$ cat src/eeprom_pkg.sv
package eeprom_pkg;

    localparam int ADDR_W = 11;
    localparam int DATA_W = 8;

    // fixed upper nibble of the control byte
    localparam logic [3:0] DEV_TYPE = 4'b1010;

    // CLK cycles per SCL bit
    localparam int QUARTERS = 4;

    typedef struct packed {
        logic              is_read;
        logic [ADDR_W-1:0] addr;
        logic [DATA_W-1:0] wdata;
    } eeprom_req_t;

    // CMD_START doubles as repeated start
    typedef enum logic [1:0] {
        CMD_START = 2'd0,
        CMD_STOP  = 2'd1,
        CMD_WRITE = 2'd2,
        CMD_READ  = 2'd3
    } bit_cmd_e;

    typedef struct packed {
        bit_cmd_e          cmd;
        logic [DATA_W-1:0] tx_byte;
        logic              master_ack;  // level driven in the 9th bit of a read
    } bit_cmd_t;

    typedef struct packed {
        logic [DATA_W-1:0] rx_byte;
        logic              slave_nack;
    } bit_rsp_t;

endpackage

$ cat src/i2c_bit_engine.sv
`timescale 1ns/10ps
module i2c_bit_engine (
    input  logic                 CLK,
    input  logic                 RESET,
    input  logic                 cmd_start,
    input  eeprom_pkg::bit_cmd_t cmd,
    input  logic                 sda_in,
    output logic                 cmd_done,
    output eeprom_pkg::bit_rsp_t rsp,
    output logic                 scl,
    output logic                 sda_oe
);

    logic                                   active;
    eeprom_pkg::bit_cmd_e                   op;
    logic [$clog2(eeprom_pkg::QUARTERS)-1:0] q;      // quarter within the current bit
    logic [3:0]                             bit_cnt;
    logic [eeprom_pkg::DATA_W-1:0]          shreg;
    logic                                   mack;
    logic                                   nack;
    logic                                   is_byte;
    logic                                   q_last;
    logic                                   q_mid;
    logic                                   bit_last;
    logic                                   accept;

    assign accept   = cmd_start && !active;
    assign is_byte  = (op == eeprom_pkg::CMD_WRITE) || (op == eeprom_pkg::CMD_READ);
    assign q_last   = (int'(q) == eeprom_pkg::QUARTERS - 1);
    assign q_mid    = (int'(q) == eeprom_pkg::QUARTERS / 2);  // first quarter with scl high
    assign bit_last = is_byte ? (bit_cnt == 4'd8) : (bit_cnt == 4'd0);

    // last cycle of the primitive
    assign cmd_done = active && q_last && bit_last;

    assign rsp.rx_byte    = shreg;
    assign rsp.slave_nack = nack;

    always_ff @(posedge CLK)
    begin
        if (RESET)
        begin
            active  <= 1'b0;
            op      <= eeprom_pkg::CMD_START;
            q       <= '0;
            bit_cnt <= '0;
            scl     <= 1'b1;
            sda_oe  <= 1'b0;
            nack    <= 1'b0;
        end
        else if (!active)
        begin
            if (cmd_start)
            begin
                active  <= 1'b1;
                op      <= cmd.cmd;
                q       <= '0;
                bit_cnt <= '0;
                scl     <= 1'b0;
                nack    <= 1'b0;
                case (cmd.cmd)
                    eeprom_pkg::CMD_STOP:  sda_oe <= 1'b1;  // low before scl rises
                    eeprom_pkg::CMD_WRITE: sda_oe <= ~cmd.tx_byte[eeprom_pkg::DATA_W-1];
                    default:               sda_oe <= 1'b0;
                endcase
            end
        end
        else if (q_last)
        begin
            if (bit_last)
            begin
                active <= 1'b0;  // scl left high until the next primitive
            end
            else
            begin
                q       <= '0;
                bit_cnt <= bit_cnt + 4'd1;
                scl     <= 1'b0;
                if (bit_cnt == 4'd7)
                begin
                    // ack bit: master answers on a read, slave on a write
                    sda_oe <= (op == eeprom_pkg::CMD_READ) ? ~mack : 1'b0;
                end
                else
                begin
                    sda_oe <= (op == eeprom_pkg::CMD_WRITE) ?
                              ~shreg[eeprom_pkg::DATA_W-2] : 1'b0;
                end
            end
        end
        else
        begin
            q <= q + 1'b1;
            if (int'(q) == eeprom_pkg::QUARTERS / 2 - 1)
                scl <= 1'b1;
            if (q_mid)
            begin
                // start and stop move sda while scl is high
                if (op == eeprom_pkg::CMD_START)
                    sda_oe <= 1'b1;
                else if (op == eeprom_pkg::CMD_STOP)
                    sda_oe <= 1'b0;
                if (op == eeprom_pkg::CMD_WRITE && bit_cnt == 4'd8)
                    nack <= sda_in;
            end
        end
    end

    always_ff @(posedge CLK)
    begin
        if (accept)
        begin
            shreg <= cmd.tx_byte;
            mack  <= cmd.master_ack;
        end
        else if (active && bit_cnt < 4'd8)
        begin
            if (op == eeprom_pkg::CMD_READ && q_mid)
                shreg <= {shreg[eeprom_pkg::DATA_W-2:0], sda_in};  // msb first
            else if (op == eeprom_pkg::CMD_WRITE && q_last)
                shreg <= {shreg[eeprom_pkg::DATA_W-2:0], 1'b0};
        end
    end

endmodule

$ cat config.mk
export PLATFORM = sky130hd
export DESIGN_NAME = i2c_bit_engine
export DESIGN_NICKNAME = d
export VERILOG_FILES = /design/src/eeprom_pkg.sv /design/src/i2c_bit_engine.sv
export SDC_FILE = /design/constraint.sdc
export NUM_CORES = 1
export LEC_CHECK = 0
export BUFFER_PORTS_ARGS = -buffer_cell sky130_fd_sc_hd__clkbuf_2
export CORE_UTILIZATION = 52
export DETAILED_ROUTE_END_ITERATION = 8
export HOLD_SLACK_MARGIN = 0.12
export PLACE_DENSITY = 0.87
export SLEW_MARGIN = 20
export SYNTH_ARGS = -nofsm -noshare
export SYNTH_HDL_FRONTEND = slang
export SYNTH_SLANG_ARGS = --single-unit
$ cat constraint.sdc
create_clock -name CLK -period 2.5 [get_ports CLK]
set_input_delay 0.375 -clock CLK [delete_from_list [all_inputs] [get_ports CLK]]
set_output_delay 0.375 -clock CLK [all_outputs]
set_load 0.1 [all_outputs]
## Yosys cells after proc, flatten, opt, wreduce, memory -nomap -nowiden

Index checks and enable logic that the tools add are counted.

- Add/subtract/negate cells: 2
- Magnitude comparators: 1
- Eq/ne operators: 19
- Multiplexer cells: 37
- Bitwise gates (word level): 4
- Reduce and logical (&&, ||, !) cells: 21

Operators by type and width:

| operator | number |
|---|---|
| 2-to-1 mux 8 bit | 4 |
| 2-to-1 mux 1 bit | 24 |
| 2-to-1 mux 4 bit | 4 |
| == test 2 bit, second input constant | 5 |
| 2-to-1 mux 2 bit | 4 |
| AND reduction 4 bit | 2 |
| logical AND 1 bit | 7 |
| == test 2 x 1 -> 1 bit, second input constant | 3 |
| != test 2 x 1 -> 1 bit, second input constant | 3 |
| != test 3 x 1 -> 1 bit, second input constant | 2 |
| AND reduction 2 bit | 3 |
| AND reduction 3 bit | 2 |
| adder 4 x 1 -> 4 bit, second input constant | 1 |
| == test 4 x 3 -> 1 bit, second input constant | 1 |
| == test 4 bit, second input constant | 1 |
| logical NOT 4 bit | 1 |
| < comparator 4 bit, second input constant | 1 |
| != test 2 bit, second input constant | 2 |
| != test 4 x 1 -> 1 bit, second input constant | 1 |
| NOT 1 bit | 4 |
| nonzero test 2 bit | 2 |
| != test 3 bit, second input constant | 1 |
| nonzero test 3 bit | 1 |
| adder 2 x 1 -> 2 bit, second input constant | 1 |
| 4 further kinds | 4 |

- Register bits after elaboration: 21
- Bits of input ports: 15
- Output and inout port bits: 12
- Logic and storage cells: 93

## Logic depth before layout (Yosys ltp)

Gate-level depths: netlist of the first run.

- Word-level depth: 6
- Depth in mapped cells: 7

## Least setup slack after synthesis of the first run

Ideal clock, no wire load.

- Kind: reg2reg
- Start: reg bit_cnt[0]
- End: reg q[1] (netlist bit)
- Setup time: 115 ps
- Arrival: 3,150 ps
- Data required time: 2,385 ps
- Setup slack: -766 ps
- Stages on the path, launching flop included: 7
- Buffers on the path: 0
- Period minus slack after synthesis: 3,266 ps
- Cell sequence: dfxtp_1 -> inv_1 -> ha_1 -> nand2b_2 -> nor3_1 -> o32ai_1 -> and2_1

- Cells in the longest elaborated chain, start to end: 4
- Elaborated cells between the ends (all ways): 5
- Classes of those cells: eq/ne (2); mux (1); reduce/logical (2)

RTL lines:

| what | line | RTL |
|---|---|---|
| start, declared | i2c_bit_engine.sv:17 | `logic [3:0] bit_cnt;` |
| start signal, assigned | i2c_bit_engine.sv:77 | `bit_cnt <= bit_cnt + 4'd1;` |
| == test 4 bit / logical NOT 4 bit (equally long branches) | i2c_bit_engine.sv:31 | `assign bit_last = is_byte ? (bit_cnt == 4'd8) : (bit_cnt == 4'd0);` |
| 2-to-1 mux 1 bit (*) | i2c_bit_engine.sv:31 |  |
| != test 3 bit (no line) (*) | n/a |  |
| AND reduction 2 bit (no line) (*) | n/a |  |
| end signal, assigned | i2c_bit_engine.sv:93 | `q <= q + 1'b1;` |
| end, declared | i2c_bit_engine.sv:16 | `logic [$clog2(eeprom_pkg::QUARTERS)-1:0] q;` |

Mark *: on every way between the ends. The rest lies on a longest branch, timed or not.
A chain may end at the register's enable or synchronous reset.

## Final worst setup path of the first run

- Start: reg bit_cnt[0]
- End: out cmd_done

- Cells in the longest elaborated chain, start to end: 3
- Elaborated cells between the ends (all ways): 4
- Classes of those cells: eq/ne (1); mux (1); reduce/logical (2)

RTL lines:

| what | line | RTL |
|---|---|---|
| == test 4 bit / logical NOT 4 bit (equally long branches) | i2c_bit_engine.sv:31 |  |
| 2-to-1 mux 1 bit (*) | i2c_bit_engine.sv:31 |  |
| logical AND 1 bit (*) | i2c_bit_engine.sv:34 | `assign cmd_done = active && q_last && bit_last;` |
| end, declared | i2c_bit_engine.sv:8 | `output logic cmd_done,` |

Marked as above.

==> metrics, run 1 <==
number of clock sinks=21; CORE AREA=a little over 2000 um2; top cells by area, synth=edfxtp_1 (23%), dfxtp_1 (20%), nand2_1 (8.8%); post_cts resized=0; Tightest Pin Transition=0.7101 ns; H-tree depth=1; Initial Util=between 50 and 60%; Max Slew Vio Count=0; outcome=finished, final reports clean; CTS tree=yes; first-pass GRT wire length=between 3 and 4 mm; switch share=35.85%; TritonRoute pass-1 iters=4; Std-Cell Rows=16; Reg2Reg Setup Slack=about 0.7 ns; number of diodes=0; Net Count, Synth=between 150 and 200; relative slew slack=52.38%; Ports=27; crit path DAT=1.81 ns; minimum clock period=2.186 ns; critical-path cell list=inv_1 -> ha_1 -> nand2b_2 -> nor3_2 -> clkbuf_2; CTS root buf=clkbuf_4; Setup TNS=0 ns; Synth Register Bits=21; FF-to-FF End=shreg[1]; global route hottest layer=met2; largest net degree at the start of global routing=16; placed insts=between 150 and 200; CP Capture Type=output port; routed wire length=2.333 mm; Main synth FF type=dfxtp_1; Sequential Power Share=a little over half; dpl hpwl=around 1.8 mm; DIE AREA=approximately 2500 um2; post-route ant nets=0; Area growth syn-to-layout=14.32%; clock power share=between 20 and 25%; Commonest cells post-synth=nand2_1 (28), dfxtp_1 (12), inv_1 (11); Setup Skew=between 0.003 and 0.004 ns; RSZ-0062 raised after global routing=false; hold endpoint=mack; CP startpoint kind=register; number of synthesized flops with an enable pin=9; Yosys top cell by area=edfxtp_1; met3 GRT Util=under 10%; routed vias=between 900 and 1k; post-synth top area share=22.74%; Mapped Avg Cell Area=just over 9 um2; cts hold-fix bufs=0; PD cells=roughly 550 nW/um2; warning count from the yosys run=0; Sw Pwr=approximately 0.27 mW; crit-path max FO=6; min-delay src=cmd[0]; WHS=between 0.2 and 0.25 ns; Worst R2R Start=q[0]; later-pin clock latency in the skew report=~0.32 ns; clock slew seen by the registers of the worst setup and hold paths=around 0.12 ns; Avg WL per Cell=between 10 and 15 um; R2R cell count=3; worst hold path class=in2reg; final worst path period share=between 80% and 90%; Crit Path Class=reg2out; Die H=between 40 and 50 um; cells after synthesis=roughly 130; routing usage on met2=between 30% and 40%; ratio of cells with drive above 1 in the final layout=approximately 27%; Hold Fails Final Rpt=0; number of vias per cell=roughly 5.4; P_leak=roughly 0.64 nW; fmax=457.5 MHz; Worst Path Required=about 2.1 ns; Worst path max stage delay=0.49 ns; nets=roughly 180; VDD IR-drop max=a little under 300 uV; Post-Synthesis Cell Area=between 1000 and 1500 um2; slowest CP cell=clkbuf_2; MaxCap Viol Count=0; Max Root-Sink Buffers=2; final global-route overflow total=0; Seq/Total Area, Yosys=between 40% and 50%; met1 GRT Util=27.02%; P_int=slightly below 0.5 mW; vias in the first global route=around 860; non-filler cells in the finished layout=182; Port-buffer cells=26; WP buf/inv=2; Unique masters post-synth=40; hold depth=1; Comb power frac=24.8%; Final Setup Violations=0; GRT Util Overall=roughly a fifth; initial antenna violation count=0; most numerous cell in the Yosys netlist=nand2_1; Die Width=around 50 um; Final GP Congestion=slightly below 0.9; Setup Fix Bufs, Post-CTS=0; Detailed Route Iter0 Violations=15; asr flop ratio synth=0%; DRC=0; Num CTS Buffers=3; Worst path top cell family by delay=buffers and inverters
-- worst max path at each step --
stage                from       end  cells past startpoint
3_5_place_dp         q[0]  shreg[3]                      3
4_1_cts        bit_cnt[0]  cmd_done                      5
3_3_place_gp         q[0]  shreg[4]                      3
5_1_grt        bit_cnt[0]  cmd_done                      5
2_1_floorplan  bit_cnt[0]      q[1]                      6
6_report       bit_cnt[0]  cmd_done                      5
-- per-layer routing --
metal | part of all wire (%) | routed length (um)
met3 | 3.3 | 77
met1 | 46 | 1070
met4 | 2.1 | 49
met5 | 0 | 0
met2 | 49 | 1135
-- metrics by stage --
stage	utilization (%)	worst slack, ns	power [mW]	instance area (um2)
2_1_floorplan	-	0.1415	0.5501	1194
3_3_place_gp	64.32	0.5056	0.5822	1326
3_5_place_dp	64.32	0.4050	0.5869	1326
4_1_cts	65.66	0.3249	0.7529	1354
5_1_grt	65.90	0.2181	0.7836	1359
6_report	65.90	0.3142	0.7518	1359
-- logic make-up (layout without fill, tap and decap cells) --
family	count (synthesis)	in the layout	share of synthesized area, %
adders and majority gates	8	8	8.421
buffers and inverters	17	43	7.368
AOI/OAI and AO/OA	20	20	12.74
muxes	4	4	3.369
and+or+nand+nor	56	56	22.32
xor gates and xnor gates	3	3	2.843
DFF	21	21	42.95
-- cell type report --
type | instances | area (um2)
Tap cell | 27 | 33.78
Multi-Input combinational cell | 91 | 600.6
Timing Repair Buffer | 28 | 145.1
Inverter | 11 | 41.29
Clock inverter | 1 | 5.005
Sequential cell | 21 | 510.5
Fill cell | 159 | 703.2
Clock buffer | 3 | 22.52
-- power by group through the flow --
stage / logic [mW] / registers [mW] / clock network (mW)
6_report: 0.187 / 0.393 / 0.172
2_1_floorplan: 0.0607 / 0.489 / 0
4_1_cts: 0.186 / 0.393 / 0.173
3_3_place_gp: 0.182 / 0.400 / 0
5_1_grt: 0.199 / 0.396 / 0.189
3_5_place_dp: 0.186 / 0.401 / 0
-- state kept, by name (all words and copies together) (netlist names) --
register	count
shreg	8
bit_cnt	4
op	2
q	2
active	1
mack	1
nack	1
scl	1
sda_oe	1
-- cells in the final DEF (no fill, tap or decap), types with 2 or more instances in the layout --
master,Yosys,routed
nand2_1,28,28
clkbuf_2,1,26
dfxtp_1,12,12
inv_1,11,11
nor2_1,9,9
edfxtp_1,9,9
ha_1,8,8
o21ai_0,4,4
mux2i_1,4,4
nor3_1,5,4
a21oi_1,3,3
clkbuf_4,0,3
nand4_1,2,2
and2_1,2,2
xor2_1,2,2
nand3b_1,2,2
a31oi_1,2,2
buf_4,1,2
-- worst reg2reg max path, delay by kind of cell (launching register included) --
kind	cells	cell delay, ns
AOI/OAI and AO/OA	1	0.63
DFF	1	0.44
muxes	1	0.11
adders and majority gates	1	0.25
Note: power is estimated with default switching activity, not from simulation.
==> run 2: changes to the inputs <==
REMOVE_ABC_BUFFERS = 1   (was default)
==> metrics, run 2 (synthesized netlist as in run 1, its figures left out) <==
outcome=finished, final reports clean; CORE AREA=2062 um2 (unchanged); commonest non-fill, non-tap cell in the layout=nand2_1; PD cells=551.5 nW/um2 (-0.32%); dpl hpwl=1.742 mm (-2.5%); initial antenna violation count=0 (unchanged); DRC=0 (unchanged); crit-path max FO=6 (unchanged); Crit Path Class=reg2out; number of diodes=0 (unchanged); number of clock sinks=21 (unchanged); CP startpoint kind=register; CTS tree=yes; Top reg by flops=shreg; Die Width=49.81 um (unchanged); most frequent cells in the layout=nand2_1 (28), clkbuf_2 (26), dfxtp_1 (12), inv_1 (11); DP Area=1321 um2 (-0.38%); Final Setup Violations=0 (unchanged); largest net degree at the start of global routing=16 (unchanged); clock slew seen by the registers of the worst setup and hold paths=0.12 ns (about the same); CTS root buf=clkbuf_4; Worst Path Required=2.12 ns (about the same); Std-Cell Rows=16 (unchanged); nets=179 (unchanged); final global-route overflow total=0 (unchanged); crit path DAT=1.87 ns (+0.06 ns); Tightest Pin Transition=0.5438 ns (-0.1663 ns); Setup Skew=0.007731 ns (+0.003779 ns); VDD IR-drop max=407.3 uV (+37%); TritonRoute pass-1 iters=4 (unchanged); CP Capture Type=output port; P_leak=0.6273 nW (-1.5%); Max Slew Vio Count=0 (unchanged); Worst R2R Start=q[0]; Port-buffer cells=26 (unchanged); ratio of cells with drive above 1 in the final layout=25.81% (-1.3 points); routed wire length=2.294 mm (-1.7%); fmax=446.0 MHz (-2.5%); Reg2Reg Setup Slack=0.90 ns (+0.20 ns); GRT Util Overall=20.68% (-0.41 points); Setup Fix Bufs, Post-CTS=0 (unchanged); Fill cells=186 (+17%); Ports=27 (unchanged); worst hold path class=in2reg; post_cts resized=0 (unchanged); Avg WL per Cell=12.60 um (-1.7%); relative slew slack=63.90% (+12 points); Worst Setup SP=q[0]; MaxCap Viol Count=0 (unchanged); vias in the first global route=894 (+3.6%); Total Power=0.7452 mW (-0.87%); minimum clock period=2.242 ns (+0.05619 ns); DIE AREA=2481 um2 (unchanged); later-pin clock latency in the skew report=0.31 ns (about the same); post-route cell area=1351 um2 (-0.55%); Setup TNS=0 ns (unchanged); Num CTS Buffers=3 (unchanged); number of vias per cell=5.385 (-0.41%); Max Root-Sink Buffers=2 (unchanged); area of the multi-input gates=590.6 um2 (-1.7%); Initial Util=57.65% (unchanged); routed vias=980 (-0.41%); Area growth syn-to-layout=13.68%; H-tree depth=1 (unchanged); Die H=49.81 um (unchanged); non-filler cells in the finished layout=182 (unchanged); RSZ-0062 raised after global routing=false; Detailed Route Iter0 Violations=10 (-5); max reg flops=8 (unchanged); min-delay src=cmd[0]; Final GP Congestion=0.9139 (+4.6%); register area=510.5 um2 (unchanged); Hold Fails Final Rpt=0 (unchanged); first-pass GRT wire length=3.836 mm (-0.54%); final worst path period share=89.68% (+2.2 points); placed insts=178 (unchanged); Final Util=65.53% (-0.36 points); largest registers=shreg x8, bit_cnt x4; cts hold-fix bufs=0 (unchanged); post-route ant nets=0 (unchanged)
## run 2: cell types whose count changed in the layout (fill, tap and decap cells not counted)
cell        change
clkinv_2        -1
clkinvlp_4      +1
nor3_1          +1
nor3_2          -1
o31ai_1         +1
o31ai_2         -1
## run 2: cell type report
class / count / share of cell area [%]
clock buffers: 3 / 1.667
clock inverters: 1 / 0.5556
inverters: 11 / 3.056
multi-input cells: 91 / 43.70
flip-flops and latches: 21 / 37.78
well taps: 27 / 2.500
repair buffers: 28 / 10.74
## run 2: critical path: stages, from the launching register on
cell	delay, ns
dfxtp_1	0.43
ha_1	0.28
nand2_1	0.10
nor3_1	0.23
clkbuf_2	0.51
## run 2: per-stage QoR
stage                     hold WS (ns)  setup slack [ns]
final                           0.2381            0.2580
after global routing            0.2227            0.1450
after CTS                       0.2268            0.2530
after detailed placement        0.4767            0.6121
after global placement          0.4708            0.6544
after floorplan                 0.4441           -0.7666
## run 2: path summary, 6_finish.rpt
path,to,cells after the start
min reg2reg,nack,2
max reg2reg,scl,5
min,mack,1
max,cmd_done,4
## run 2: routing by layer
metal  up-vias  share of wire (%)  track usage [%]
met5         -                  0                0
met4         0                1.9            10.95
met3         4                4.8            3.395
met2        28                 49            35.36
met1       456                 44            24.52
li1        492                  -                -
## run 2: report_power, final
part,total [mW],internal [mW],switching (mW)
logic,0.183,0.0423,0.141
registers,0.395,0.379,0.0159
clock network,0.167,0.0611,0.106
total,0.745,0.483,0.263
==> run 3: changes to the inputs <==
--- a/config.mk
+++ b/config.mk
@@ -10,5 +10,5 @@
 export DETAILED_ROUTE_END_ITERATION = 8
 export HOLD_SLACK_MARGIN = 0.12
-export PLACE_DENSITY = 0.87
+export PLACE_DENSITY = 0.77
 export REMOVE_ABC_BUFFERS = 1
 export SLEW_MARGIN = 20
==> constraint.sdc (replaced) <==
create_clock -name CLK -period 2.5 [get_ports CLK]
set_input_delay 0.25 -clock CLK [delete_from_list [all_inputs] [get_ports CLK]]
set_output_delay 0.25 -clock CLK [all_outputs]
set_load 0.1 [all_outputs]
==> metrics, run 3 (synthesized netlist as in run 1, its figures left out) <==
final worst path period share=84.52% (-5.2 points); placed insts=178 (unchanged); CORE AREA=2062 um2 (unchanged); number of vias per cell=5.404 (+0.37%); min-delay src=cmd[10]; post_cts resized=0 (unchanged); vias in the first global route=998 (+12%); CTS root buf=clkbuf_4; clock slew seen by the registers of the worst setup and hold paths=0.12 ns (about the same); Hold Fails Final Rpt=0 (unchanged); Initial Util=57.65% (unchanged); largest registers=shreg x8, bit_cnt x4; largest net degree at the start of global routing=16 (unchanged); most frequent cells in the layout=nand2_1 (28), clkbuf_2 (26), dfxtp_1 (12), inv_1 (11); GRT Util Overall=21.60% (+0.92 points); Final Setup Violations=0 (unchanged); number of diodes=0 (unchanged); Setup TNS=0 ns (unchanged); worst hold path class=in2reg; Area growth syn-to-layout=14.74%; nets=180 (+0.56%); max reg flops=8 (unchanged); outcome=finished, final reports clean; routed wire length=2.359 mm (+2.8%); WHS=0.1929 ns (-0.04527 ns); fmax=473.3 MHz (+6.1%); VDD IR-drop max=431.1 uV (+5.8%); dpl hpwl=1.795 mm (+3.1%); Worst Setup SP=bit_cnt[0]; minimum clock period=2.113 ns (-0.1290 ns); Total Power=0.7494 mW (+0.56%); later-pin clock latency in the skew report=0.31 ns (about the same); routed vias=989 (+0.92%); initial antenna violation count=0 (unchanged); Max Root-Sink Buffers=2 (unchanged); CP startpoint kind=register; Setup Fix Bufs, Post-CTS=0 (unchanged); ratio of cells with drive above 1 in the final layout=26.28% (+0.48 points); DIE AREA=2481 um2 (unchanged); Max Slew Vio Count=0 (unchanged); first-pass GRT wire length=4.084 mm (+6.5%); Fill cells=189 (+1.6%); final global-route overflow total=0 (unchanged); PD cells=549.5 nW/um2 (-0.36%); Ports=27 (unchanged); slowest CP cell=clkbuf_2; Crit Path Class=reg2out; non-filler cells in the finished layout=183 (+0.55%); H-tree depth=1 (unchanged); Tightest Pin Transition=0.7139 ns (+0.1701 ns); crit-path max FO=6 (unchanged); Worst R2R Start=q[0]; CP Capture Type=output port; Final GP Congestion=0.8567 (-6.3%); post-route ant nets=0 (unchanged); Die Width=49.81 um (unchanged); CTS tree=yes; Setup Skew=0.002777 ns (-0.004954 ns); MaxCap Viol Count=0 (unchanged); Top reg by flops=shreg; Worst path max stage delay=0.51 ns (about the same); Avg WL per Cell=12.89 um (+2.3%); relative slew slack=52.12% (-12 points); Std-Cell Rows=16 (unchanged); Die H=49.81 um (unchanged); critical-path cell list=inv_1 -> ha_1 -> nand2b_2 -> nor3_1 -> clkbuf_2; Num CTS Buffers=3 (unchanged); Worst Path Required=2.25 ns (+0.13 ns); P_leak=0.6366 nW (+1.5%); Detailed Route Iter0 Violations=24 (+14); Final Util=66.14% (+0.61 points); Port-buffer cells=26 (unchanged); commonest non-fill, non-tap cell in the layout=nand2_1; crit path DAT=1.86 ns (about the same); TritonRoute pass-1 iters=4 (unchanged); RSZ-0062 raised after global routing=false; number of clock sinks=21 (unchanged); DRC=0 (unchanged)
[run 3: per-stage QoR]
stage	cell area [um2]	setup slack [ns]
2_1_floorplan	1142	-0.7666
3_3_place_gp	1321	0.4737
3_5_place_dp	1321	0.4081
4_1_cts	1359	0.3921
5_1_grt	1364	0.2477
6_report	1364	0.3870
[run 3: cell type report]
type	count	area [um2]	area share, %
clock buffer	3	22.52	1.651
timing repair buffer	29	155.1	11.38
tap	27	33.78	2.477
clock inverter	1	5.005	0.3670
sequential	21	510.5	37.43
inverter	11	41.29	3.028
multi-input combinational	91	595.6	43.67
[run 3: worst max-delay path, delay by kind of cell, from the launching register on]
kind                       cells  cell delay [ns]
buffers and inverters          2             0.61
and+or+nand+nor                2             0.39
DFF                            1             0.35
adders and majority gates      1             0.21
[run 3: what timing repair did]
item / CTS / global route
endpoints found under the hold margin: 1 / 0
setup endpoints to repair: 0 / 0
hold buffers: 1 / 0
[run 3: worst paths after layout]
kind	to	slack [ns]	cells past startpoint
max	cmd_done	0.39	5
max reg2reg	shreg[7]	0.70	3
min reg2reg	nack	0.51	2
min	op[1]	0.19	3
[run 3: layer usage]
metal | wire, um | vias to the layer above | GRT usage (%)
met3 | 103 | 6 | 3.704
li1 | - | 494 | -
met5 | 0 | - | 0
met4 | 35 | 0 | 10.00
met2 | 1173 | 36 | 38.96
met1 | 1046 | 453 | 24.41
[run 3: power by group]
part	internal (mW)	switching (mW)
Combinational	0.0435	0.144
Sequential	0.380	0.0136
Clock	0.0598	0.109
Total	0.483	0.267
