**config.mk**
```make
export PLATFORM = sky130hd
export DESIGN_NAME = eeprom_sequencer
export DESIGN_NICKNAME = d
export VERILOG_FILES = /design/src/eeprom_pkg.sv /design/src/eeprom_sequencer.sv
export SDC_FILE = /design/constraint.sdc
export NUM_CORES = 1
export LEC_CHECK = 0
export BUFFER_PORTS_ARGS = -buffer_cell sky130_fd_sc_hd__buf_2
export CAP_MARGIN = 20
export CORE_MARGIN = 1.5
export CORE_UTILIZATION = 40
export CTS_CLUSTER_DIAMETER = 50
export CTS_CLUSTER_SIZE = 14
export DETAILED_ROUTE_END_ITERATION = 10
export PLACE_DENSITY = 0.65
export SLEW_MARGIN = 5
export SYNTH_ARGS = -nofsm -noshare
export SYNTH_HDL_FRONTEND = slang
export SYNTH_SLANG_ARGS = --single-unit
export TNS_END_PERCENT = 5
```
**constraint.sdc**
```tcl
create_clock -name CLK -period 2.3 [get_ports CLK]
set_input_delay 0.345 -clock CLK [delete_from_list [all_inputs] [get_ports CLK]]
set_output_delay 0.345 -clock CLK [all_outputs]
set_load 0.03 [all_outputs]
```
**src/eeprom_pkg.sv**
```systemverilog
package eeprom_pkg;

    localparam int ADDR_W = 11;
    localparam int DATA_W = 8;

    // fixed upper nibble of the control byte
    localparam logic [3:0] DEV_TYPE = 4'b1010;

    // CLK cycles per SCL bit
    localparam int QUARTERS = 4;

    typedef struct packed {
        logic              is_read;
        logic [ADDR_W-1:0] addr;
        logic [DATA_W-1:0] wdata;
    } eeprom_req_t;

    // CMD_START doubles as repeated start
    typedef enum logic [1:0] {
        CMD_START = 2'd0,
        CMD_STOP  = 2'd1,
        CMD_WRITE = 2'd2,
        CMD_READ  = 2'd3
    } bit_cmd_e;

    typedef struct packed {
        bit_cmd_e          cmd;
        logic [DATA_W-1:0] tx_byte;
        logic              master_ack;  // level driven in the 9th bit of a read
    } bit_cmd_t;

    typedef struct packed {
        logic [DATA_W-1:0] rx_byte;
        logic              slave_nack;
    } bit_rsp_t;

endpackage

```
**src/eeprom_sequencer.sv**
```systemverilog
`timescale 1ns/10ps
module eeprom_sequencer (
    input  logic                          CLK,
    input  logic                          RESET,
    input  logic                          req_valid,
    input  eeprom_pkg::eeprom_req_t       req,
    input  logic                          cmd_done,
    input  eeprom_pkg::bit_rsp_t          rsp,
    output logic                          cmd_start,
    output eeprom_pkg::bit_cmd_t          cmd,
    output logic                          busy,
    output logic                          done,
    output logic [eeprom_pkg::DATA_W-1:0] rdata,
    output logic                          nack_err
);

    typedef enum logic [9:0] {
        S_IDLE    = 10'b00_0000_0001,
        S_READY   = 10'b00_0000_0010,
        S_START   = 10'b00_0000_0100,
        S_CTRL    = 10'b00_0000_1000,
        S_ADDR    = 10'b00_0001_0000,
        S_DATA    = 10'b00_0010_0000,
        S_RESTART = 10'b00_0100_0000,
        S_CTRL_RD = 10'b00_1000_0000,
        S_READ    = 10'b01_0000_0000,
        S_STOP    = 10'b10_0000_0000
    } state_e;

    state_e                        state;
    eeprom_pkg::eeprom_req_t       req_q;
    logic                          err;
    logic [eeprom_pkg::DATA_W-1:0] rx_q;
    logic [eeprom_pkg::DATA_W-1:0] ctrl_wr;
    logic [eeprom_pkg::DATA_W-1:0] ctrl_rd;

    // device code, block select from addr[10:8], r/w bit
    assign ctrl_wr = {eeprom_pkg::DEV_TYPE,
                      req_q.addr[eeprom_pkg::ADDR_W-1:eeprom_pkg::DATA_W], 1'b0};
    assign ctrl_rd = {eeprom_pkg::DEV_TYPE,
                      req_q.addr[eeprom_pkg::ADDR_W-1:eeprom_pkg::DATA_W], 1'b1};

    function automatic eeprom_pkg::bit_cmd_t mk_cmd(
        input eeprom_pkg::bit_cmd_e          c,
        input logic [eeprom_pkg::DATA_W-1:0] b,
        input logic                          ack
    );
        eeprom_pkg::bit_cmd_t r;
        r.cmd        = c;
        r.tx_byte    = b;
        r.master_ack = ack;
        return r;
    endfunction

    always_ff @(posedge CLK)
    begin
        if (state == S_IDLE && req_valid)
            req_q <= req;
    end

    always_ff @(posedge CLK)
    begin
        if (RESET)
        begin
            state     <= S_IDLE;
            cmd_start <= 1'b0;
            cmd       <= mk_cmd(eeprom_pkg::CMD_STOP, '0, 1'b1);
            busy      <= 1'b0;
            done      <= 1'b0;
            err       <= 1'b0;
            rx_q      <= '0;
            rdata     <= '0;
            nack_err  <= 1'b0;
        end
        else
        begin
            cmd_start <= 1'b0;
            done      <= 1'b0;
            case (state)
                S_IDLE:
                    if (req_valid)
                    begin
                        busy  <= 1'b1;
                        err   <= 1'b0;
                        state <= S_READY;
                    end
                S_READY:
                begin
                    cmd       <= mk_cmd(eeprom_pkg::CMD_START, '0, 1'b1);
                    cmd_start <= 1'b1;
                    state     <= S_START;
                end
                S_START:
                    if (cmd_done)
                    begin
                        cmd       <= mk_cmd(eeprom_pkg::CMD_WRITE, ctrl_wr, 1'b1);
                        cmd_start <= 1'b1;
                        state     <= S_CTRL;
                    end
                S_CTRL:
                    if (cmd_done)
                    begin
                        cmd <= mk_cmd(eeprom_pkg::CMD_WRITE,
                                      req_q.addr[eeprom_pkg::DATA_W-1:0], 1'b1);
                        cmd_start <= 1'b1;
                        state     <= S_ADDR;
                    end
                S_ADDR:
                    if (cmd_done)
                    begin
                        cmd_start <= 1'b1;
                        if (req_q.is_read)
                        begin
                            cmd   <= mk_cmd(eeprom_pkg::CMD_START, '0, 1'b1);
                            state <= S_RESTART;
                        end
                        else
                        begin
                            cmd   <= mk_cmd(eeprom_pkg::CMD_WRITE, req_q.wdata, 1'b1);
                            state <= S_DATA;
                        end
                    end
                S_DATA, S_READ:
                    if (cmd_done)
                    begin
                        if (state == S_READ)
                            rx_q <= rsp.rx_byte;
                        cmd       <= mk_cmd(eeprom_pkg::CMD_STOP, '0, 1'b1);
                        cmd_start <= 1'b1;
                        state     <= S_STOP;
                    end
                S_RESTART:
                    if (cmd_done)
                    begin
                        cmd       <= mk_cmd(eeprom_pkg::CMD_WRITE, ctrl_rd, 1'b1);
                        cmd_start <= 1'b1;
                        state     <= S_CTRL_RD;
                    end
                S_CTRL_RD:
                    if (cmd_done)
                    begin
                        cmd       <= mk_cmd(eeprom_pkg::CMD_READ, '0, 1'b1);  // single byte, nack
                        cmd_start <= 1'b1;
                        state     <= S_READ;
                    end
                S_STOP:
                    if (cmd_done)
                    begin
                        done     <= 1'b1;
                        busy     <= 1'b0;
                        rdata    <= rx_q;
                        nack_err <= err;
                        state    <= S_IDLE;
                    end
                default:
                    state <= S_IDLE;
            endcase

            // missing ack on any written byte goes straight to stop
            if (cmd_done && rsp.slave_nack)
            begin
                err       <= 1'b1;
                cmd       <= mk_cmd(eeprom_pkg::CMD_STOP, '0, 1'b1);
                cmd_start <= 1'b1;
                state     <= S_STOP;
            end
        end
    end

endmodule

```
### After elaboration in Yosys (flattened, before gate mapping)

Index checks and enable logic that the tools add are counted.

* divide/modulo/power cells: 0
* add/subtract/negate cells: 0
* muxes and demuxes: 28
* equality and inequality tests: 26
* reduce and logical (&&, ||, !) cells: 17
* magnitude comparators: 0
* multipliers: 0
* shift-type cells: 0
* bitwise logic cells: 1

Operators with widths (number)
* 10-bit 2-to-1 mux: 9
* 10-bit one-hot mux with 9 select lines: 1
* 11-bit 2-to-1 mux: 7
* 11-bit one-hot mux with 7 select lines: 1
* 3-bit != test (second input constant): 7
* 2-bit != test (second input constant): 8
* 8-bit AND reduction: 2
* 10-bit by 1-bit == test with 1-bit output (second input constant): 1
* 10-bit == test (second input constant): 1
* 10-bit by 2-bit == test with 1-bit output (second input constant): 1
* 10-bit by 3-bit == test with 1-bit output (second input constant): 1
* 10-bit by 4-bit == test with 1-bit output (second input constant): 1
* 10-bit by 5-bit == test with 1-bit output (second input constant): 1
* 10-bit by 6-bit == test with 1-bit output (second input constant): 1
* 10-bit by 7-bit == test with 1-bit output (second input constant): 1
* 10-bit by 8-bit == test with 1-bit output (second input constant): 1
* 10-bit by 9-bit == test with 1-bit output (second input constant): 1
* 1-bit 2-to-1 mux: 7
* 7-bit 2-to-1 mux: 1
* 7-bit AND reduction: 1
* 7-bit nonzero test: 1
* 7-bit OR reduction: 1
* 3-bit AND reduction: 2
* 2-bit nonzero test: 3
* 6 further kinds: 11

* bits in read-only memories: 0
* register bits after elaboration: 62
* memories: 0
* RAM bits: 0
* logic and storage cells: 87
* latch bits: 0

### Logic depth before layout (Yosys ltp)

Gate-level depths: netlist of the first run.

* word-level depth: 4
* depth in mapped cells: 7
* gate-level depth less buffers: 5

### Worst setup path after synthesis of the first run

Ideal clock, no wire load.

* kind: register to register
* start: register state[6]
* end: register req_q, in the netlist ctrl_rd[1] (enable)
* arrival: 1.662 ns
* slack: 0.263 ns
* cell stages (with the launch flop): 6
* required time: 1.924 ns
* path through: dfxtp_1 > buf_2 > or4_1 > nor2_1 > nand3_1 > inv_1

* longest elaborated chain between the ends: 2

Ends and longest elaborated chain
* start, declared: line eeprom_sequencer.sv:30 `state_e state;`
* start signal, assigned: line eeprom_sequencer.sv:65 `state <= S_IDLE;`
* start signal, assigned: line eeprom_sequencer.sv:85 `state <= S_READY;`
* start signal, assigned: line eeprom_sequencer.sv:91 `state <= S_START;`
* 10-bit by 1-bit == test with 1-bit output: line eeprom_sequencer.sv:57 `if (state == S_IDLE && req_valid)`
* 1-bit logical AND: line eeprom_sequencer.sv:57
* end signal, assigned: line eeprom_sequencer.sv:58 `req_q <= req;`
* end, declared: line eeprom_sequencer.sv:31 `eeprom_pkg::eeprom_req_t req_q;`

Every way passes these cells.
A chain may end at the register's enable or synchronous reset.

### Final worst setup path of the first run

* start: register state[2]
* end: register cmd[8] (netlist name)

* longest elaborated chain between the ends: 4
* elaborated cells between the ends (all ways): 18
* those cells by class: 14 x eq/ne; 1 x mux; 3 x reduce/logical

Ends and longest elaborated chain
* 10-bit by 9-bit == test with 1-bit output or 10-bit by 6-bit == test with 1-bit output (tied branches): line eeprom_sequencer.sv:79 `case (state)`
* 2-bit OR reduction: line eeprom_sequencer.sv:79
* 7-bit nonzero test (no source line) or 2-bit != test (tied branches)
* 7-bit AND reduction (no source line)
* end signal, assigned: line eeprom_sequencer.sv:89 `cmd <= mk_cmd(eeprom_pkg::CMD_START, '0, 1'b1);`
* end signal, assigned: line eeprom_sequencer.sv:96 `cmd <= mk_cmd(eeprom_pkg::CMD_WRITE, ctrl_wr, 1'b1);`
* end signal, assigned: line eeprom_sequencer.sv:103 `cmd <= mk_cmd(eeprom_pkg::CMD_WRITE,`
* end, declared: line eeprom_sequencer.sv:10 `output eeprom_pkg::bit_cmd_t cmd,`

Several ways; a longest one is shown, not always the timed one.

==> results of run 1 <==
==> worst max-delay path by stage <==
| stage | startpoint | endpoint | slack [ns] |
|---|---|---|---|
| 4_1_cts | state[2]$_SDFFE_PP0P_ | cmd[8]$_SDFFE_PP0P_ | 0.22 |
| 2_1_floorplan | state[6]$_SDFFE_PP0P_ | ctrl_rd[1]$_DFFE_PP_ | 0.26 |
| 3_3_place_gp | state[2]$_SDFFE_PP0P_ | cmd[4]$_SDFFE_PP0P_ | 0.27 |
| 5_1_grt | state[2]$_SDFFE_PP0P_ | state[2]$_SDFFE_PP0P_ | 0.08 |
| 3_5_place_dp | state[2]$_SDFFE_PP0P_ | cmd[3]$_SDFFE_PP0P_ | 0.24 |
| 6_report | state[2]$_SDFFE_PP0P_ | cmd[8]$_SDFFE_PP0P_ | 0.21 |
==> metrics by stage <==
stage	hold slack, ns	util
6_report	0.179	0.519
5_1_grt	0.163	0.519
4_1_cts	0.171	0.519
3_5_place_dp	0.446	0.484
3_3_place_gp	0.442	0.484
2_1_floorplan	0.414	-
==> power by group <==
| part | switching, mW | internal (mW) |
|---|---|---|
| combinational | 0.121 | 0.0806 |
| sequential | 0.0214 | 1.16 |
| clock | 0.430 | 0.604 |
==> flip-flops by register name (all words and copies together), names as in the netlist <==
signal / cells
busy: 1
cmd: 10
cmd_start: 1
ctrl_rd: 3
done: 1
err: 1
nack_err: 1
rdata: 8
req_q: 17
rx_q: 8
state: 10
==> layer usage <==
metal	track usage	wire length [um]
met5	0	0
met4	0.0712	98
met3	0.0537	364
met2	0.261	2620
met1	0.231	2670
==> final cells by class <==
| cell class | count | area share |
|---|---|---|
| flip-flops and latches | 61 | 0.452 |
| clock buffers | 9 | 0.0394 |
| well taps | 75 | 0.0298 |
| multi-input cells | 164 | 0.337 |
| repair buffers | 63 | 0.111 |
| inverters | 2 | 0.00239 |
| clock inverters | 7 | 0.0286 |
==> synthesized netlist by cell type, drive strengths merged (3+ instances only) <==
| cell type | n |
|---|---|
| dfxtp | 41 |
| nor4 | 5 |
| nor2b | 5 |
| and3 | 3 |
| o211ai | 4 |
| or4 | 3 |
| nor2 | 17 |
| nand4b | 4 |
| a21oi | 26 |
| o21ai | 10 |
| edfxtp | 20 |
| o2bb2ai | 8 |
| nand2b | 3 |
| nand2 | 17 |
| buf | 6 |
| mux2i | 9 |
| clkbuf | 8 |
| nand3 | 14 |
| a221oi | 4 |
==> cells by family after synthesis <==
logic type / after synthesis / synth area share
and+or+nand+nor: 83 / 0.182
AOI/OAI and AO/OA: 69 / 0.188
DFF: 61 / 0.555
buffers and inverters: 16 / 0.0318
muxes: 9 / 0.0352
xor gates and xnor gates: 2 / 0.00684
other: 1 / 0.00146
==> metrics.txt, run 1 <==
Mapped Nets=274; share of layout cells above drive strength 1=0.284; post-CTS setup buffer count=0; multi-input combinational cell area=1060 sq um; Bufs on Longest Clock Path=2; CTS tree=built; hold depth=1; Worst-path clk slew=0.08 ns; r2r startpoint=state[2]$_SDFFE_PP0P_; status=finished clean; peak supply drop=596 uV; pin count of the biggest net entering global routing=24; CP peak stage delay=0.55 ns; Root Buffer=clkbuf_8; reg-to-reg slack, setup=0.21 ns; clock period minus worst slack=2.09 ns; Pwr Density=770 nW/um^2; Hold Crit Class=in2reg; Crit path buffers/inverters=0; flops & latches, synth=61; initial core utilization=0.423; Worst Setup Start Kind=flop; vias per inst=5.44; CP max-delay cell=or4_4; WL final=5760 um; Rel. slew slack=0.672; die height=83.0 um; final std cells w/o fill=381; post-DP HPWL=4000 um; Final Cell Area=3150 sq um; Crit. path cell count=5; count of unique library cells instantiated by Yosys=51; skew final=0.0137 ns; CP top delay family=simple AND/OR/NAND/NOR gates; top_reg_cell synth=dfxtp_1; Reg area=1420 sq um; MaxCap Viol Count=0; final hold vios=0; via count=2072; Reg2Reg Depth=5; total congestion overflow=0; area delta synth->final=22.8%; DR WL/cell=15.1 um; max-slew violations=0; Hold Path Origin=req[16]; vias in the first global route=1960; post-cts resize count=0; Period Utilization, post-route=0.910; Arrival @ worst endpoint=2.31 ns; worst skew pair latency=0.34 ns; setup slack after layout=0.207 ns; Post-DP Area=2930 sq um; Max Fclk=0.478 GHz; Async SR Flop Fraction=0; CP required=2.52 ns; FF-to-FF End=cmd[8]$_SDFFE_PP0P_; initial antenna violation count=0; H-tree depth=3; synth top area cells=dfxtp_1, edfxtp_1, a21oi_1; Cells after DPL=365; cts bufs inserted=9; Hold Crit Endpoint=ctrl_rd[1]$_DFFE_PP_; PortBufs=54; ANT cells=0; Yosys top cell area share=0.320; most frequent cells in the layout=buf_2, dfxtp_1, a21oi_1; Syn. warnings=0; Setup WS pre-CTS=0.241 ns; I/O Pins=56; core area=6060 sq um; RSZ-0062 raised after global routing=no; overall die width=83.0 um; Synth area leader=dfxtp_1; commonest non-fill, non-tap cell in the layout=buf_2; Crit. End Element=flop; Seq/Total Area, Yosys=0.555; # hold bufs at CTS=0; CP Class=reg2reg; Routed Antenna Nets=0; worst-margin pin slew=0.485 ns; Cell Rows=28; Synth Area per Inst=10.6 sq um; final setup fails=0; Synth Instances=241; DR DRC count=0; critical-path cell list=or4_4, a211o_1, a21bo_1, and3_1, o2bb2ai_1; Setup TNS=0 ns; First DRT Iteration DRCs=131; # clock sinks=61; GP Congestion=0.847; global-route wire length before repair=9490 um; EDFF count, synth=20; Leakage Power=1.27 nW; overall power=2.42 mW; die area=6890 sq um; post-layout net count=334; mapped cell area=2560 sq um; filler cell count in the final layout=573; Pre-antenna DRT Iters=4; GRT Resource Usage Total=0.173; Max FO, Critical Path=9
Power figures use the tool's default switching activity.
==> run 2, diff against run 1 <==
ABC_AREA = 1   (was not set)
CORE_MARGIN = 8   (was 1.5)
PLACE_DENSITY = 0.64   (was 0.65)
==> run 2 against run 1 <==
  * Routed wire length grew 7.1%
  * Clock skew is 0.0023 ns lower
  * Core utilization shrank 2.2 points
  * Highest routed layer unchanged
  * Combinational power rose to 2.5 times the previous value
  * First-iteration DRC count shrank 13%
  * Sequential share of layout area is 2.4 points lower
  * Critical endpoint is now cmd[10]$_SDFFE_PP0P_
  * Sequential cell count unchanged
  * Cell area grew 5.6%
  * Worst setup slack gained 0.25 ns
==> metrics.txt, run 2 <==
status=finished clean; mux contribution to synthesized area=0 (-0.0352); final std cells w/o fill=470 (+23%); Post-DP Area=3080 sq um (+4.9%); top flop regs=req_q x17, cmd x10, state x10; post-DP HPWL=4640 um (+16%); Cells after DPL=454 (+24%); initial antenna violation count=0 (unchanged); Synth Area in Compound Gates=0.124 (-0.0639); Arrival @ worst endpoint=2.09 ns (-0.22 ns); CP max-delay cell=dfxtp_1; post-CTS setup buffer count=0 (unchanged); most numerous cell in the Yosys netlist=nand2_1; initial core utilization=0.409 (-0.0140); via count=2264 (+9.3%); Setup TNS=0 ns (unchanged); EDFF count, synth=20 (unchanged); WL final=6160 um (+7.1%); Reg2Reg Depth=12 (+7); clock period minus worst slack=1.84 ns (-0.248 ns); top_reg_cell synth=dfxtp_1; Synth Instances=324 (+34%); RSZ-0062 raised after global routing=no; GRT Resource Usage Total=0.133 (-0.0402); met3 wire length=321 um (-12%); vias in the first global route=2178 (+11%); # hold bufs at CTS=0 (unchanged); Routed Antenna Nets=0 (unchanged); r2r startpoint=state[0]$_SDFFE_PP1P_; worst skew pair latency=0.35 ns (about the same); pin count of the biggest net entering global routing=22 (-8.3%); area delta synth->final=21.7%; cts bufs inserted=9 (unchanged); Reg with most FFs=req_q; Cell Rows=30 (+7.1%); peak supply drop=793 uV (+33%); CP required=2.54 ns (+0.02 ns); Leakage Power=1.46 nW (+15%); Mapped Nets=357 (+30%); First DRT Iteration DRCs=114 (-13%); Hold Crit Class=in2reg; reg-to-reg slack, setup=0.46 ns (+0.25 ns); count of unique library cells instantiated by Yosys=26 (-49%); overall power=2.95 mW (+22%); # clock sinks=61 (unchanged); Rel. slew slack=0.626 (-0.0467); Seq/Total Area, Yosys=0.521 (-0.0343); Synth area leader=dfxtp_1; post-cts resize count=0 (unchanged); uppermost routed layer=met4; die height=98.6 um (+19%); Max FO, Critical Path=16 (+7); critical-path cell list=nor2_2, nand2_4, nor2_1, nand2_2, nand2_2, nor2_2, nand2_4, nand2_4, nand2_4, inv_2, nor2_1, nor2_2; commonest non-fill, non-tap cell in the layout=nand2_1; Setup WS pre-CTS=0.468 ns (+0.226 ns); Worst Setup Start Kind=flop; share of layout cells above drive strength 1=0.310 (+0.0259); Bufs on Longest Clock Path=2 (unchanged); CP top delay family=simple AND/OR/NAND/NOR gates; DR DRC count=0 (unchanged); H-tree depth=3 (unchanged); Crit. path cell count=12 (+7); core area=6680 sq um (+10%); synth top area cells=dfxtp_1, edfxtp_1, nand2_1; simple-gate share of the synthesized area=0.284 (+0.102); critical path endpoint=cmd[10]$_SDFFE_PP0P_; Fin Hold WS=0.168 ns (-0.0110 ns); post-layout net count=418 (+25%); skew final=0.0114 ns (-0.00233 ns); DR WL/cell=13.1 um (-13%); FF-to-FF End=cmd[10]$_SDFFE_PP0P_; Synth Area per Inst=8.43 sq um (-21%); final setup fails=0 (unchanged); Syn. warnings=0 (unchanged); CP startpoint=state[0]$_SDFFE_PP1P_; filler cell count in the final layout=662 (+16%); CP dominant cell by count=nand2_4; GP Congestion=0.935 (+10%); worst-margin pin slew=0.560 ns (+0.0754 ns); met2 wire len=2950 um (+13%); I/O Pins=56 (unchanged); max-slew violations=0 (unchanged); setup slack after layout=0.455 ns (+0.248 ns); Crit path buffers/inverters=1 (+1); most frequent cells after synthesis=nand2_1, dfxtp_1, nor2_1, a21oi_1, inv_1; met1 wire length=2790 um (+4.6%); Crit. End Element=flop; Max Fclk=0.542 GHz (+13%); vias per inst=4.82 (-11%); Pre-antenna DRT Iters=4 (unchanged); total congestion overflow=0 (unchanged); final hold vios=0 (unchanged); PortBufs=54 (unchanged); overall die width=98.6 um (+19%); CP Class=reg2reg; most frequent cells in the layout=nand2_1, buf_2, dfxtp_1; synthesized-area fraction occupied by adder cells=0 (unchanged); Hold Path Origin=req[5]; Period Utilization, post-route=0.802 (-0.108); mapped cell area=2730 sq um (+6.6%); CTS tree=built; Final Util=0.497 (-0.0216); flops & latches, synth=61 (unchanged); Worst-path clk slew=0.08 ns (about the same); ANT cells=0 (unchanged); CP peak stage delay=0.32 ns (-0.23 ns); Async SR Flop Fraction=0 (unchanged); Synth Area in XOR/XNOR=0 (-0.00684); Yosys top cell area share=0.301 (-0.0198); global-route wire length before repair=10200 um (+7.8%); Pwr Density=889 nW/um^2 (+15%); largest family of logic cells by synthesized area=simple AND/OR/NAND/NOR gates; Root Buffer=clkbuf_8; number of flip-flops in the largest register=17 (unchanged); die area=9720 sq um (+41%); Final Cell Area=3320 sq um (+5.6%); MaxCap Viol Count=0 (unchanged)
run 2: cell families after synthesis:
family | Yosys count
AND/OR/NAND/NOR | 155
AO/OA/AOI/OAI | 62
flip-flops | 61
buffers and inverters | 45
other | 1
run 2: routing by layer:
layer / GRT usage / vias to the layer above
met2: 0.218 / 51
met1: 0.155 / 1024
li1: - / 1181
met5: 0 / -
met4: 0.0543 / 0
met3: 0.0458 / 8
run 2: worst min-delay path by stage:
| stage | end | cells after the start |
|---|---|---|
| 5_1_grt | req_q[0]$_DFFE_PP_ | 1 |
| 3_3_place_gp | rdata[3]$_SDFFE_PP0P_ | 2 |
| 6_report | req_q[5]$_DFFE_PP_ | 1 |
| 2_1_floorplan | rx_q[0]$_SDFFE_PP0P_ | 2 |
| 4_1_cts | req_q[12]$_DFFE_PP_ | 1 |
| 3_5_place_dp | rdata[7]$_SDFFE_PP0P_ | 2 |
run 2: report_power, final:
part | switching, mW | internal (mW)
logic | 0.355 | 0.150
clock network | 0.455 | 0.725
registers | 0.0469 | 1.22
total | 0.857 | 2.10
run 2: layout make-up:
type,instances,area [sq um],area share
sequential,61,1420,0.428
multi-input combinational,218,1120,0.337
timing repair buffer,57,293,0.0881
inverter,38,143,0.0429
clock buffer,9,124,0.0373
clock inverter,7,124,0.0373
tap,80,100,0.0301
==> run 3, diff against run 2 <==
PLACE_DENSITY = 0.67   (was 0.64)
clock period = 1.5 ns   (was 2.3 ns; I/O delays follow)
==> run 3 against run 2 <==
  * The run now ends with negative setup slack left
  * Cell area up 14%
  * Combinational power rose by 120%
  * Sequential cell count unchanged
  * Critical path type unchanged
  * Die area stayed put
  * Clock power rose by 34%
  * Via count up 8.5%
  * Final cell count is 9.4% higher
  * Power increased by 57%
  * Count of clock-buffer cells in the layout up 1
  * Core utilization up 7.2 points
==> metrics.txt, run 3 (synthesis gave the netlist of run 2 again) <==
r2r startpoint=state[6]$_SDFFE_PP0P_; CP Class=reg2reg; global-route wire length before repair=11600 um (+14%); Period Utilization, post-route=1.08 (+0.282); max-slew violations=0 (unchanged); Sw Share=0.298 (+0.00761); pin count of the biggest net entering global routing=22 (unchanged); worst skew pair latency=0.34 ns (about the same); Root Buffer=clkbuf_8; Max FO, Critical Path=6 (-10); post-layout net count=462 (+11%); skew final=0.00704 ns (-0.00433 ns); CP startpoint=state[6]$_SDFFE_PP0P_; Comb pwr share=0.239 (+0.068); # clock sinks=61 (unchanged); die area=9720 sq um (unchanged); total congestion overflow=0 (unchanged); Bufs on Longest Clock Path=2 (unchanged); Fin Hold WS=0.0562 ns (-0.112 ns); Arrival @ worst endpoint=1.82 ns (-0.27 ns); DR DRC count=0 (unchanged); RSZ-0062 raised after global routing=yes; Final Util=0.569 (+0.0721); overall die width=98.6 um (unchanged); WL final=6900 um (+12%); via count=2456 (+8.5%); clock period minus worst slack=1.63 ns (-0.218 ns); power share of the clock group=0.342 (-0.057); filler cell count in the final layout=614 (-7.3%); PortBufs=54 (unchanged); status=finished with violations; critical-path cell list=nor2_4, nand2_4, nor2_4, buf_4, nand3_1, nand2_2, inv_2, buf_4, nand4_1, a21oi_1; Routed Antenna Nets=0 (unchanged); ANT cells=0 (unchanged); CP max-delay cell=dfxtp_4; H-tree depth=3 (unchanged); area delta synth->final=39.4%; commonest non-fill, non-tap cell in the layout=buf_2; initial core utilization=0.409 (unchanged); vias per inst=4.78 (-0.81%); CP peak stage delay=0.36 ns (+0.04 ns); Hold Crit Class=in2reg; FF-to-FF End=state[8]$_SDFFE_PP0P_; Reg area=1440 sq um (+1.2%); Crit. path cell count=10 (-2); final setup fails=40 (+40); Flop pwr share=0.420 (-0.010); Rel. slew slack=0.638 (+0.0129); GP Congestion=0.861 (-7.9%); peak supply drop=604 uV (-24%); die height=98.6 um (unchanged); Reg with most FFs=req_q; post-DP HPWL=4970 um (+7.2%); Crit path buffers/inverters=3 (+2); CP top delay family=simple AND/OR/NAND/NOR gates; CTS tree=built; Cell Rows=30 (unchanged); initial antenna violation count=0 (unchanged); I/O Pins=56 (unchanged); Max Fclk=0.615 GHz (+13%); Pwr Density=1220 nW/um^2 (+37%); Worst-path clk slew=0.07 ns (about the same); top flop regs=req_q x17, cmd x10, state x10; reg-to-reg slack, setup=-0.13 ns (-0.58 ns); CP required=1.69 ns (-0.85 ns); core area=6680 sq um (unchanged); vias in the first global route=2467 (+13%); number of flip-flops in the largest register=17 (unchanged); Reg2Reg Depth=10 (-2); most frequent cells in the layout=buf_2, nand2_1, buf_4; Power Internal=3.26 mW (+55%); Worst Setup Start Kind=flop; failing checks=negative setup slack; GRT Resource Usage Total=0.150 (+0.0174); worst-margin pin slew=0.542 ns (-0.0183 ns); DR WL/cell=13.4 um (+2.4%); final hold vios=0 (unchanged); cts bufs inserted=9 (unchanged); Leakage Power=1.70 nW (+16%); critical path endpoint=state[8]$_SDFFE_PP0P_; setup slack after layout=-0.127 ns (-0.582 ns); MaxCap Viol Count=0 (unchanged); Pre-antenna DRT Iters=4 (unchanged); Crit. End Element=flop; share of layout cells above drive strength 1=0.445 (+0.134); First DRT Iteration DRCs=89 (-22%); multi-input combinational cell area=1260 sq um (+13%); Sw Pwr=1.38 mW (+61%)
[run 3: cell types whose count changed in the layout (fill, tap and decap cells not counted), moves of 4 or more]
cell,delta
buf_4,+40
dfxtp_1,-10
dfxtp_2,+8
nand2_1,-6
nor2_1,-6
nor2_4,+6
nand2_2,+4
o21ai_0,-4
o21ai_1,+4
[run 3: repair_timing]
action                                  in CTS  in global routing
pin swaps                                   14                 12
buffers inserted                             7                  2
gates cloned                                 1                  0
hold buffers                                 0                  0
gates resized for setup                     24                 20
endpoints found under the setup margin      49                 59
[run 3: layer usage]
metal	track usage	part of all wire	wire length [um]	vias to the layer above
met1	0.171	0.44	3060	1111
met5	0	0	0	-
met3	0.0437	0.048	330	12
met4	0.0685	0.020	137	0
met2	0.254	0.49	3380	63
li1	-	-	-	1270
[run 3: stage by stage]
stage / setup WS, ns / TNS, ns / total power, mW / instances / cell area, sq um
after floorplan: -0.0430 / -0.723 / 2.58 / 324 / 2760
after global placement: -0.131 / -2.90 / 2.95 / 488 / 3370
after detailed placement: -0.192 / -4.37 / 2.96 / 488 / 3370
after CTS: -0.0908 / -1.65 / 4.64 / 512 / 3750
after global routing: -0.245 / -5.79 / 4.86 / 514 / 3800
final: -0.127 / -1.93 / 4.64 / 514 / 3800
[run 3: how the worst min path moves through the flow]
stage	slack (ns)	depth (start not counted)	end	startpoint
after floorplan	0.32	0	ctrl_rd[1]$_DFFE_PP_	req[16]
after global placement	0.40	1	req_q[10]$_DFFE_PP_	req[10]
after detailed placement	0.40	1	req_q[6]$_DFFE_PP_	req[6]
after CTS	0.04	1	req_q[6]$_DFFE_PP_	req[6]
after global routing	0.03	1	req_q[6]$_DFFE_PP_	req[6]
final	0.06	1	req_q[7]$_DFFE_PP_	req[7]
[run 3: worst register-to-register path: stages (launching register included)]
cell     delay, ns
dfxtp_4       0.36
nor2_4        0.13
nand2_4       0.11
nor2_4        0.14
buf_4         0.13
nand3_1       0.11
nand2_2       0.10
inv_2         0.05
buf_4         0.15
nand4_1       0.11
a21oi_1       0.09
[run 3: layout make-up]
cell class | count | share of cell area
timing repair buffer | 100 | 0.167
clock buffer | 10 | 0.0335
sequential | 61 | 0.378
clock inverter | 6 | 0.0230
tap | 80 | 0.0263
multi-input combinational | 219 | 0.332
inverter | 38 | 0.0395
[run 3: power groups by stage]
stage               logic, mW  registers, mW  clock network [mW]
floorplan               0.540           2.04                   0
global placement        0.968           1.98                   0
detailed placement      0.981           1.98                   0
CTS                      1.07           1.95                1.62
global route             1.21           1.96                1.69
finish                   1.11           1.95                1.58
